## config.mk

```make
export PLATFORM = sky130hd
export DESIGN_NAME = wb_bus_arbiter
export DESIGN_NICKNAME = d
export VERILOG_FILES = /design/src/hdl/wb_pkg.sv /design/src/hdl/wb_bus_arbiter.sv
export VERILOG_INCLUDE_DIRS = /design/src /design/src/hdl
export SDC_FILE = /design/constraint.sdc
export NUM_CORES = 1
export LEC_CHECK = 0
export ABC_AREA = 1
export ABC_CLOCK_PERIOD_IN_PS = 1550
export BUFFER_PORTS_ARGS = -buffer_cell sky130_fd_sc_hd__buf_2
export CAP_MARGIN = 10
export CORE_AREA = 3 3 118 120
export CTS_BUF_LIST = sky130_fd_sc_hd__clkbuf_16
export DETAILED_ROUTE_END_ITERATION = 7
export DIE_AREA = 0 0 121 123
export HOLD_SLACK_MARGIN = 0.1
export MAX_ROUTING_LAYER = met4
export PLACE_DENSITY_LB_ADDON = 0.25
export SYNTH_ARGS = -nofsm -noshare
export SYNTH_HDL_FRONTEND = slang
export SYNTH_SLANG_ARGS = --single-unit
```

## constraint.sdc

```tcl
create_clock -name clk_i -period 1.55 [get_ports clk_i]
set_input_delay 0.31 -clock clk_i [delete_from_list [all_inputs] [get_ports clk_i]]
set_output_delay 0.31 -clock clk_i [all_outputs]
set_load 0.02 [all_outputs]
```

## src/hdl/mem_defines.svh

```systemverilog
`ifndef MEM_DEFINES_SVH
`define MEM_DEFINES_SVH

// Data and byte-address width of the core
`define MEM_XLEN 32

// SRAM depth in 32-bit words
`define MEM_WORDS 256

// Word-address bits needed to index the SRAM
`define MEM_AW 8

`endif

```

## src/hdl/wb_pkg.sv

```systemverilog
`default_nettype none

`include "mem_defines.svh"

package wb_pkg;

  // Request from a Wishbone master; adr is a word address
  typedef struct packed {
    logic                  cyc;
    logic                  stb;
    logic                  we;
    logic [3:0]            sel;
    logic [`MEM_XLEN-3:0]  adr;
    logic [`MEM_XLEN-1:0]  dat;
  } wb_req_t;

  // Response from a slave
  typedef struct packed {
    logic                  ack;
    logic                  err;
    logic [`MEM_XLEN-1:0]  dat;
  } wb_rsp_t;

endpackage

`default_nettype wire

```

## src/hdl/wb_bus_arbiter.sv

```systemverilog
`timescale 1ns/1ps
`default_nettype none

module wb_bus_arbiter (
  input  logic             clk_i,
  input  logic             reset_i,
  input  wb_pkg::wb_req_t  m0_req_i,
  output wb_pkg::wb_rsp_t  m0_rsp_o,
  input  wb_pkg::wb_req_t  m1_req_i,
  output wb_pkg::wb_rsp_t  m1_rsp_o,
  output wb_pkg::wb_req_t  s_req_o,
  input  wb_pkg::wb_rsp_t  s_rsp_i
);

  logic busy_q;
  logic owner_q;
  logic owner_cyc;
  logic locked;
  logic grant_m1;

  // Owner keeps the bus while its cyc is up, dropping cyc frees it at once
  assign owner_cyc = owner_q ? m1_req_i.cyc : m0_req_i.cyc;
  assign locked    = busy_q && owner_cyc;

  // Data side wins a tie on a free bus
  assign grant_m1 = locked ? owner_q : (!m0_req_i.cyc && m1_req_i.cyc);

  assign s_req_o = grant_m1 ? m1_req_i : m0_req_i;

  // The registered response belongs to the master granted on the last edge
  assign m0_rsp_o = '{
    ack: s_rsp_i.ack & ~owner_q,
    err: s_rsp_i.err & ~owner_q,
    dat: s_rsp_i.dat
  };
  assign m1_rsp_o = '{
    ack: s_rsp_i.ack & owner_q,
    err: s_rsp_i.err & owner_q,
    dat: s_rsp_i.dat
  };

  always_ff @(posedge clk_i) begin
    if (reset_i) begin
      busy_q  <= 1'b0;
      owner_q <= 1'b0;
    end else begin
      busy_q  <= s_req_o.cyc;
      owner_q <= grant_m1;
    end
  end

endmodule

`default_nettype wire

```

==> run summary <==
number of diodes -> 0
fin. max-slew vios -> 0
first-pass GRT wire length -> 10.8 mm
Core Box Area -> 0.0131 mm²
Vias/cell -> 3.87
Setup crit end -> s_req_o[6]
Netlist cell types -> 11
TritonCTS buffer count -> 3
Synthesis Warnings -> 0
Setup crit end kind -> primary output
failing checks -> negative setup slack
FMAX -> 616 MHz
Sinks on Clock Net -> 2
initial antenna violation count -> 0
io pins -> 311
synthesized area -> 0.00156 mm²
Die ar. -> 0.0149 mm²
Post-Route WL -> 9.50 mm
Setup Viol. Count Final -> 68
power density over the cells -> 495 mW/mm²
TritonRoute pass-1 iters -> 4
vias in the first global route -> 2,190
H-tree depth -> 1
Via Count -> 2,466
Placer Congestion -> 0.852
max-cap check violation count -> 0
worst setup margin -> -72.6 ps
largest cells by area after synthesis -> nand2_1 (34%), buf_4 (32%), nand3_1 (22%)
post-synthesis sequential area ratio -> 0.0256
Synth top area share -> 0.337
Detail Route Antenna Nets -> 0
Tot Pwr -> 1.66 mW
status -> complete, but fails checks
number of synthesized register bits -> 2
Mean Syn Cell Area -> 5.07 µm²
startpoint types -> flip-flop
worst endpoint data arrival time -> 1310 ps
most frequent cells in the layout -> buf_2 (170), nand2_1 (79), nand3_1 (63), buf_6 (46), nand2_2 (36)
clk_skew -> 1.63 ps
HP Class -> in2reg
Worst-Skew Late Latency -> 220 ps
nets -> 638
gr usage total -> 0.0938
peak supply drop -> 0.505 mV
Die W -> 121 µm
FP Rows -> 42
CTS tree -> built
hpwl dp -> 5.88 mm
share of layout cells above drive strength 1 -> 0.671
kind of critical path -> reg2out
I/O Buffers -> 214
area delta synth->final -> 115%
die height -> 123 µm
WL per Instance -> 14.9 µm
Final Hold Viols -> 0
largest net degree at the start of global routing -> 47
placed inst area -> 0.00236 mm²
highest fanout seen on the critical path -> 6
minimum clock period -> 1620 ps
Initial DRC Count -> 97
residual DRC count -> 0
static leakage -> 1.95 nW
leading area contributor after synthesis -> nand2_1
maximum clock path buffer count -> 2
Mapped Nets -> 482
r2r setup slk -> 570 ps
leading cell type in the layout, fill and taps excluded -> buf_2
GRT overflow -> 0
RSZ-0062 raised after global routing -> yes
Root Driver -> clkbuf_16
worst slew pin tran -> 273 ps
starting density of the core -> 0.119
filler instances -> 1,473
Slew HR -> 0.818
final instance area -> 0.00336 mm²
Data required, critical path -> 1240 ps
Syn Inst Count -> 308
r2r worst-path depth -> 5
Final Cycle Share -> 1.05
Reg clk slew, reported paths -> 30 ps
==> layer usage <==
| metal | routed length, µm | part of all wire | global-route usage |
|---|---|---|---|
| met5 | 0 | 0 | - |
| met4 | 238 | 0.025 | 0.0368 |
| met3 | 545 | 0.057 | 0.00869 |
| met2 | 5300 | 0.56 | 0.183 |
| met1 | 3410 | 0.36 | 0.0965 |
==> cells in the mapped netlist <==
| cell | count |
|---|---|
| nand2_1 | 140 |
| buf_6 | 2 |
| nand3_1 | 68 |
| buf_2 | 12 |
| dfxtp_1 | 2 |
| nor2_1 | 3 |
| a21oi_1 | 1 |
| nand2_2 | 2 |
| buf_4 | 67 |
| clkbuf_1 | 5 |
| inv_1 | 6 |
==> stage by stage <==
step                setup WS (ps)  utilization  TNS, ps  cells  hold slack (ps)
floorplan                     171            -        0    308              379
global placement             50.5        0.180        0    620              488
detailed placement           32.5        0.180        0    620              488
CTS                          -100        0.207    -3970    626              256
global route                 -142        0.256    -7520    638              252
finish                      -72.6        0.256    -2910    638              250
==> cells by family (layout without fill, tap and decap cells) <==
logic type,count (synthesis),count (layout),share of synthesized area
buffers and inverters,92,245,0.401
AO/OA/AOI/OAI,1,1,0.00320
flip-flops,2,2,0.0256
AND/OR/NAND/NOR,213,214,0.570
==> how the worst min path moves through the flow <==
stage / startpoint / endpoint / slack (ps) / depth (start not counted)
finish: reset_i / busy_q$_SDFF_PP0_ / 250 / 2
global route: reset_i / busy_q$_SDFF_PP0_ / 250 / 2
CTS: reset_i / busy_q$_SDFF_PP0_ / 260 / 2
detailed placement: reset_i / busy_q$_SDFF_PP0_ / 490 / 2
global placement: reset_i / busy_q$_SDFF_PP0_ / 490 / 2
floorplan: reset_i / busy_q$_SDFF_PP0_ / 380 / 1
==> power by group <==
part / total [mW] / switching [mW] / internal (mW)
registers: 0.0579 / 0.00244 / 0.0555
clock network: 0.393 / 0.0640 / 0.329
logic: 1.21 / 0.636 / 0.576
==> what timing repair did <==
action,4_1_cts,5_1_grt
pin swaps,0,9
setup endpoints to repair,68,68
resized for setup,64,125
buffers inserted,0,1
hold buffers,0,0
gates cloned,3,11
==> worst max-delay path, stage by stage (launching register included) <==
cell and delay [ps]:
dfxtp_2 340, nand2_4 70, nand2_8 110, buf_6 150
clkbuf_16 150, nand3_1 60, nand2_1 70, buf_4 140
==> final cells by class <==
type / instances / area (µm²) / share of cell area
Timing Repair Buffer: 236 / 1760 / 0.524
Sequential cell: 2 / 42.5 / 0.0127
Clock buffer: 3 / 75.1 / 0.0224
Inverter: 6 / 22.5 / 0.00671
Multi-Input combinational cell: 215 / 1240 / 0.368
Tap cell: 176 / 220 / 0.0656
Note: power is estimated with default switching activity, not from simulation.
