<file path="config.mk">
export PLATFORM = sky130hd
export DESIGN_NAME = mem_access_unit
export DESIGN_NICKNAME = d
export VERILOG_FILES = /design/src/hdl/wb_pkg.sv /design/src/hdl/lsu_pkg.sv /design/src/hdl/wb_lane_steer.sv /design/src/hdl/mem_access_unit.sv
export VERILOG_INCLUDE_DIRS = /design/src /design/src/hdl
export SDC_FILE = /design/constraint.sdc
export NUM_CORES = 1
export LEC_CHECK = 0
export BUFFER_PORTS_ARGS = -buffer_cell sky130_fd_sc_hd__clkbuf_2
export CAP_MARGIN = 40
export CORE_MARGIN = 2
export CORE_UTILIZATION = 50
export CTS_CLUSTER_DIAMETER = 50
export CTS_CLUSTER_SIZE = 12
export DETAILED_ROUTE_END_ITERATION = 12
export HOLD_SLACK_MARGIN = 0.12
export PLACE_DENSITY_LB_ADDON = 0.08
export SLEW_MARGIN = 20
export SYNTH_ARGS = -nofsm -noshare
export SYNTH_HDL_FRONTEND = slang
export SYNTH_SLANG_ARGS = --single-unit
</file>
<file path="constraint.sdc">
create_clock -name clk_i -period 7.6 [get_ports clk_i]
set_input_delay 0.38 -clock clk_i [delete_from_list [all_inputs] [get_ports clk_i]]
set_output_delay 0.38 -clock clk_i [all_outputs]
set_load 0.005 [all_outputs]
</file>
<file path="src/hdl/mem_defines.svh">
`ifndef MEM_DEFINES_SVH
`define MEM_DEFINES_SVH

// Data and byte-address width of the core
`define MEM_XLEN 32

// SRAM depth in 32-bit words
`define MEM_WORDS 256

// Word-address bits needed to index the SRAM
`define MEM_AW 8

`endif

</file>
<file path="src/hdl/wb_pkg.sv">
`default_nettype none

`include "mem_defines.svh"

package wb_pkg;

  // Request from a Wishbone master; adr is a word address
  typedef struct packed {
    logic                  cyc;
    logic                  stb;
    logic                  we;
    logic [3:0]            sel;
    logic [`MEM_XLEN-3:0]  adr;
    logic [`MEM_XLEN-1:0]  dat;
  } wb_req_t;

  // Response from a slave
  typedef struct packed {
    logic                  ack;
    logic                  err;
    logic [`MEM_XLEN-1:0]  dat;
  } wb_rsp_t;

endpackage

`default_nettype wire

</file>
<file path="src/hdl/lsu_pkg.sv">
`default_nettype none

`include "mem_defines.svh"

package lsu_pkg;

  // Encoding 3 is not named and decodes as a byte access
  typedef enum logic [1:0] {
    SIZE_BYTE = 2'd0,
    SIZE_HALF = 2'd1,
    SIZE_WORD = 2'd2
  } mem_size_e;

  // Load/store request coming from execute
  typedef struct packed {
    logic                  write;
    mem_size_e             size;
    logic [`MEM_XLEN-1:0]  addr;
    logic [`MEM_XLEN-1:0]  wdata;
  } mem_op_t;

endpackage

`default_nettype wire

</file>
<file path="src/hdl/wb_lane_steer.sv">
`timescale 1ns/1ps
`default_nettype none

`include "mem_defines.svh"

module wb_lane_steer (
  input  lsu_pkg::mem_size_e    size_i,
  input  logic [1:0]            byte_off_i,
  input  logic [`MEM_XLEN-1:0]  wdata_i,
  input  logic [`MEM_XLEN-1:0]  bus_rdata_i,
  output logic [3:0]            sel_o,
  output logic [`MEM_XLEN-1:0]  bus_wdata_o,
  output logic [`MEM_XLEN-1:0]  rdata_o
);

  import lsu_pkg::*;

  // Byte selects; a misaligned half falls onto its aligned lane pair
  always_comb begin
    case (size_i)
      SIZE_HALF: sel_o = byte_off_i[1] ? 4'b1100 : 4'b0011;
      SIZE_WORD: sel_o = 4'b1111;
      default:   sel_o = 4'b0001 << byte_off_i;
    endcase
  end

  // Replicate the low bytes across the bus, sel picks the lanes that land
  always_comb begin
    case (size_i)
      SIZE_HALF: bus_wdata_o = {2{wdata_i[15:0]}};
      SIZE_WORD: bus_wdata_o = wdata_i;
      default:   bus_wdata_o = {4{wdata_i[7:0]}};
    endcase
  end

  // Pull the addressed lanes down to bit 0, zero-extended
  always_comb begin
    case (size_i)
      SIZE_HALF: begin
        if (byte_off_i[1]) begin
          rdata_o = {{(`MEM_XLEN-16){1'b0}}, bus_rdata_i[31:16]};
        end else begin
          rdata_o = {{(`MEM_XLEN-16){1'b0}}, bus_rdata_i[15:0]};
        end
      end
      SIZE_WORD: rdata_o = bus_rdata_i;
      default:   rdata_o = {{(`MEM_XLEN-8){1'b0}}, bus_rdata_i[8*byte_off_i +: 8]};
    endcase
  end

endmodule

`default_nettype wire

</file>
<file path="src/hdl/mem_access_unit.sv">
`timescale 1ns/1ps
`default_nettype none

`include "mem_defines.svh"

module mem_access_unit (
  input  logic                  clk_i,
  input  logic                  reset_i,
  input  logic                  op_valid_i,
  input  lsu_pkg::mem_op_t      op_i,
  output logic                  busy_o,
  output logic                  err_o,
  output logic [`MEM_XLEN-1:0]  rdata_o,
  output wb_pkg::wb_req_t       wb_req_o,
  input  wb_pkg::wb_rsp_t       wb_rsp_i
);

  import wb_pkg::*;
  import lsu_pkg::*;

  typedef enum logic {
    ST_IDLE,
    ST_WAIT
  } state_e;

  state_e               state_q;
  wb_req_t              req_q;
  mem_size_e            size_q;
  logic [1:0]           off_q;

  mem_size_e            steer_size;
  logic [1:0]           steer_off;
  logic [3:0]           sel;
  logic [`MEM_XLEN-1:0] bus_wdata;
  logic [`MEM_XLEN-1:0] load_data;

  // Idle steers the incoming op, wait steers the one held on the bus
  assign steer_size = (state_q == ST_WAIT) ? size_q : op_i.size;
  assign steer_off  = (state_q == ST_WAIT) ? off_q : op_i.addr[1:0];

  wb_lane_steer u_wb_lane_steer (
    .size_i      (steer_size),
    .byte_off_i  (steer_off),
    .wdata_i     (op_i.wdata),
    .bus_rdata_i (wb_rsp_i.dat),
    .sel_o       (sel),
    .bus_wdata_o (bus_wdata),
    .rdata_o     (load_data)
  );

  assign wb_req_o = req_q;
  assign busy_o   = (state_q == ST_WAIT);

  always_ff @(posedge clk_i) begin
    if (reset_i) begin
      state_q   <= ST_IDLE;
      req_q.cyc <= 1'b0;
      req_q.stb <= 1'b0;
      req_q.we  <= 1'b0;
      req_q.sel <= 4'b0000;
      err_o     <= 1'b0;
    end else begin
      case (state_q)
        ST_IDLE: begin
          if (op_valid_i) begin
            req_q.cyc <= 1'b1;
            req_q.stb <= 1'b1;
            req_q.we  <= op_i.write;
            req_q.sel <= sel;
            req_q.adr <= op_i.addr[`MEM_XLEN-1:2];
            req_q.dat <= bus_wdata;
            size_q    <= op_i.size;
            off_q     <= op_i.addr[1:0];
            err_o     <= 1'b0;
            state_q   <= ST_WAIT;
          end
        end
        ST_WAIT: begin
          // Any response here means the arbiter has granted us
          if (wb_rsp_i.ack) begin
            if (!req_q.we) begin
              rdata_o <= load_data;
            end
            req_q.cyc <= 1'b0;
            req_q.stb <= 1'b0;
            req_q.we  <= 1'b0;
            state_q   <= ST_IDLE;
          end else if (wb_rsp_i.err) begin
            req_q.cyc <= 1'b0;
            req_q.stb <= 1'b0;
            req_q.we  <= 1'b0;
            req_q.sel <= 4'b0000;
            err_o     <= 1'b1;
            state_q   <= ST_IDLE;
          end
        end
        default: state_q <= ST_IDLE;
      endcase
    end
  end

endmodule

`default_nettype wire

</file>
==> impl_metrics.json <==
{
  "status": "finished, final reports clean",
  "vias_per_cell": 5.26,
  "crit_family": "flip-flops",
  "dieArea_um2": 9590,
  "hp-class": "primary input to flop",
  "drtIter0Drc": 136,
  "antenna_cells": 0,
  "start_util_pct": 51.1,
  "wl_um": 10300,
  "syn_area_per_cell_um2": 15.1,
  "die_h_um": 97.9,
  "synthDistinctLibCells": 37,
  "synthFlopType": "edfxtp_1",
  "final_layout_size_suffix_gt1_share_pct": 50.5,
  "reg2reg_slack_ns": 4.80,
  "crit_chain": "mux2i_1 -> ha_1 -> buf_6 -> nor2b_1 -> o21bai_1 -> a311oi_1",
  "dp_hpwl_um": 7620,
  "crit_required_ns": 7.88,
  "relSlewSlack_pct": 52.3,
  "first_global_vias": 3127,
  "synthTopCellsByArea": "edfxtp_1 67%, a22oi_1 4.3%, dfxtp_1 3.6%",
  "clk_latency_ns": 0.37,
  "synth-edff-count": 98,
  "multiInputGateArea_um2": 1220,
  "core_um2": 8640,
  "leakage_nw": 2.45,
  "cts_setup_buffers": 0,
  "yosysSeqAreaShare_pct": 70.4,
  "seqCellArea_um2": 3100,
  "end_kind": "flop",
  "holdPathEnd": "wb_req_o[32]$_DFFE_PP_",
  "cts_max_level": 3,
  "yosys.area.top_type": "edfxtp_1",
  "syn_to_final_growth_pct": 30.5,
  "min_delay_path_depth": 1,
  "netlist_top_cells_count": "98 x edfxtp_1, 33 x nand2_1, 25 x a22oi_1, 16 x and2_1, 13 x nor2_1",
  "detail_route.wl_per_cell_um": 16.9,
  "critPathLaunchType": "flop",
  "cpMaxStageDelayCell": "dfxtp_1",
  "clockBufferDepth": 2,
  "vias": 3205,
  "maxCapViolCount": 0,
  "yosys_warnings": 0,
  "cts-resized-gates": 0,
  "dr.pass1.iters": 4,
  "finalNetCount": 602,
  "cts.clk_slew.worst_paths_ns": 0.11,
  "io_pins": 207,
  "synth_fp_nets": 398,
  "antenna_found_initial": 0,
  "syn-cell-area_um2": 4410,
  "ir_drop_mv": 0.109,
  "r2r_cells": 6,
  "cts_inserted_buffers": 9,
  "cp.arrival_ns": 3.08,
  "finalSetupViolations": 0,
  "hold_buffers": 0,
  "tightestPinTransition_ns": 0.714,
  "n_fill_cell": 673,
  "drc": 0,
  "grt_util_all_layers_pct": 21.3,
  "critPathMaxStageDelay_ns": 0.68,
  "period_share_pct": 36.9,
  "placedCellCount": 591,
  "fin_crit_ns": 2.80,
  "synthCells": 292,
  "synth_most_common_cell": "edfxtp_1",
  "synthArstFlopShare_pct": 0,
  "cp_max_fo": 12,
  "fin_worst_skew_ns": 0.0133,
  "fin_cells": 609,
  "ys_ff_latch": 106,
  "rsz0062_at_grt": "false",
  "slew_viol_final": 0,
  "fmax_mhz": 357,
  "num_rows": 34,
  "powerDensity_nw_per_um2": 204,
  "cts_tree": "built",
  "critical_path_buf_inv_count": 1,
  "hp-start": "op_i[34]",
  "r2r-end": "wb_req_o[64]$_SDFFE_PP0P_",
  "gr-total-overflow": 0,
  "rr_startpoint": "busy_o$_SDFF_PP0_",
  "worstSetupPathType": "flop to flop",
  "ant_nets": 0,
  "clock_sinks": 106,
  "die_w_um": 97.9,
  "io_buffer_count": 206,
  "cts-root-buf": "clkbuf_8",
  "grt_first_pass_wirelength_um": 15800,
  "hold_viol": 0,
  "setup_tns_ns": 0,
  "gp_congestion": 0.788,
  "grt_max_degree": 67,
  "synth_top_area_share_pct": 66.7
}
## power breakdown
part	leakage [nW]	internal, W	total [W]	switching [W]
sequential	0.997	0.000670	0.000678	0.00000868
combinational	1.37	0.0000804	0.000173	0.0000928
clock	0.0890	0.000124	0.000323	0.000199
## cell families after synthesis
kind of cell / count (synthesis) / share of synthesized area (%)
DFF: 106 / 70.4
and+or+nand+nor: 77 / 8.34
AOI/OAI and AO/OA: 65 / 10.4
buffers and inverters: 22 / 2.53
muxes: 20 / 7.78
adders and majority gates: 2 / 0.567
## layout make-up
cell class,instances,share of cell area (%)
Multi-Input combinational cell,164,21.2
Clock inverter,7,1.09
Clock buffer,9,2.15
Tap cell,108,2.35
Timing Repair Buffer,212,19.1
Inverter,3,0.196
Sequential cell,106,53.9
## sequential cells by signal, summed over array words and instances, names as in the netlist
name,flops
busy_o,1
wb_req_o,68
size_q,2
err_o,1
rdata_o,32
off_q,2
## worst max-delay path by stage
stage | end | startpoint | slack (ns) | cells after the start
CTS | wb_req_o[64]$_SDFFE_PP0P_ | busy_o$_SDFF_PP0_ | 4.64 | 5
global route | wb_req_o[64]$_SDFFE_PP0P_ | busy_o$_SDFF_PP0_ | 4.51 | 6
floorplan | rdata_o[0]$_DFFE_PP_ | reset_i | 3.36 | 2
finish | wb_req_o[64]$_SDFFE_PP0P_ | busy_o$_SDFF_PP0_ | 4.80 | 6
global placement | wb_req_o[64]$_SDFFE_PP0P_ | busy_o$_SDFF_PP0_ | 4.90 | 5
detailed placement | wb_req_o[64]$_SDFFE_PP0P_ | busy_o$_SDFF_PP0_ | 4.66 | 5
## metal layers
metal	global-route usage (%)	vias up	wire length (µm)
li1	-	1536	-
met1	26.0	1499	4070
met2	35.6	145	5110
met3	6.44	25	801
met4	8.76	0	285
met5	0	-	0
## through the flow
step / utilization [%] / cell area [µm²] / hold WS (ns) / power, W / setup WS, ns
2_1_floorplan: - / 4410 / 0.453 / 0.000792 / 3.36
3_5_place_dp: 64.0 / 5530 / 0.451 / 0.000864 / 4.66
3_3_place_gp: 64.0 / 5530 / 0.448 / 0.000857 / 4.90
4_1_cts: 66.2 / 5710 / 0.167 / 0.00118 / 4.64
5_1_grt: 66.6 / 5750 / 0.152 / 0.00122 / 4.51
6_report: 66.6 / 5750 / 0.177 / 0.00117 / 4.80
## placed cells by master (no fill, tap or decap), types with 8 or more instances in the layout
master	n
a22o_1	8
a22oi_1	25
and2_1	16
clkbuf_2	206
clkbuf_8	9
dfxtp_1	8
edfxtp_1	98
mux2_2	8
nand2_1	33
nor2_1	12
o21ai_0	12
No activity file was read; power rests on OpenSTA's default activity.
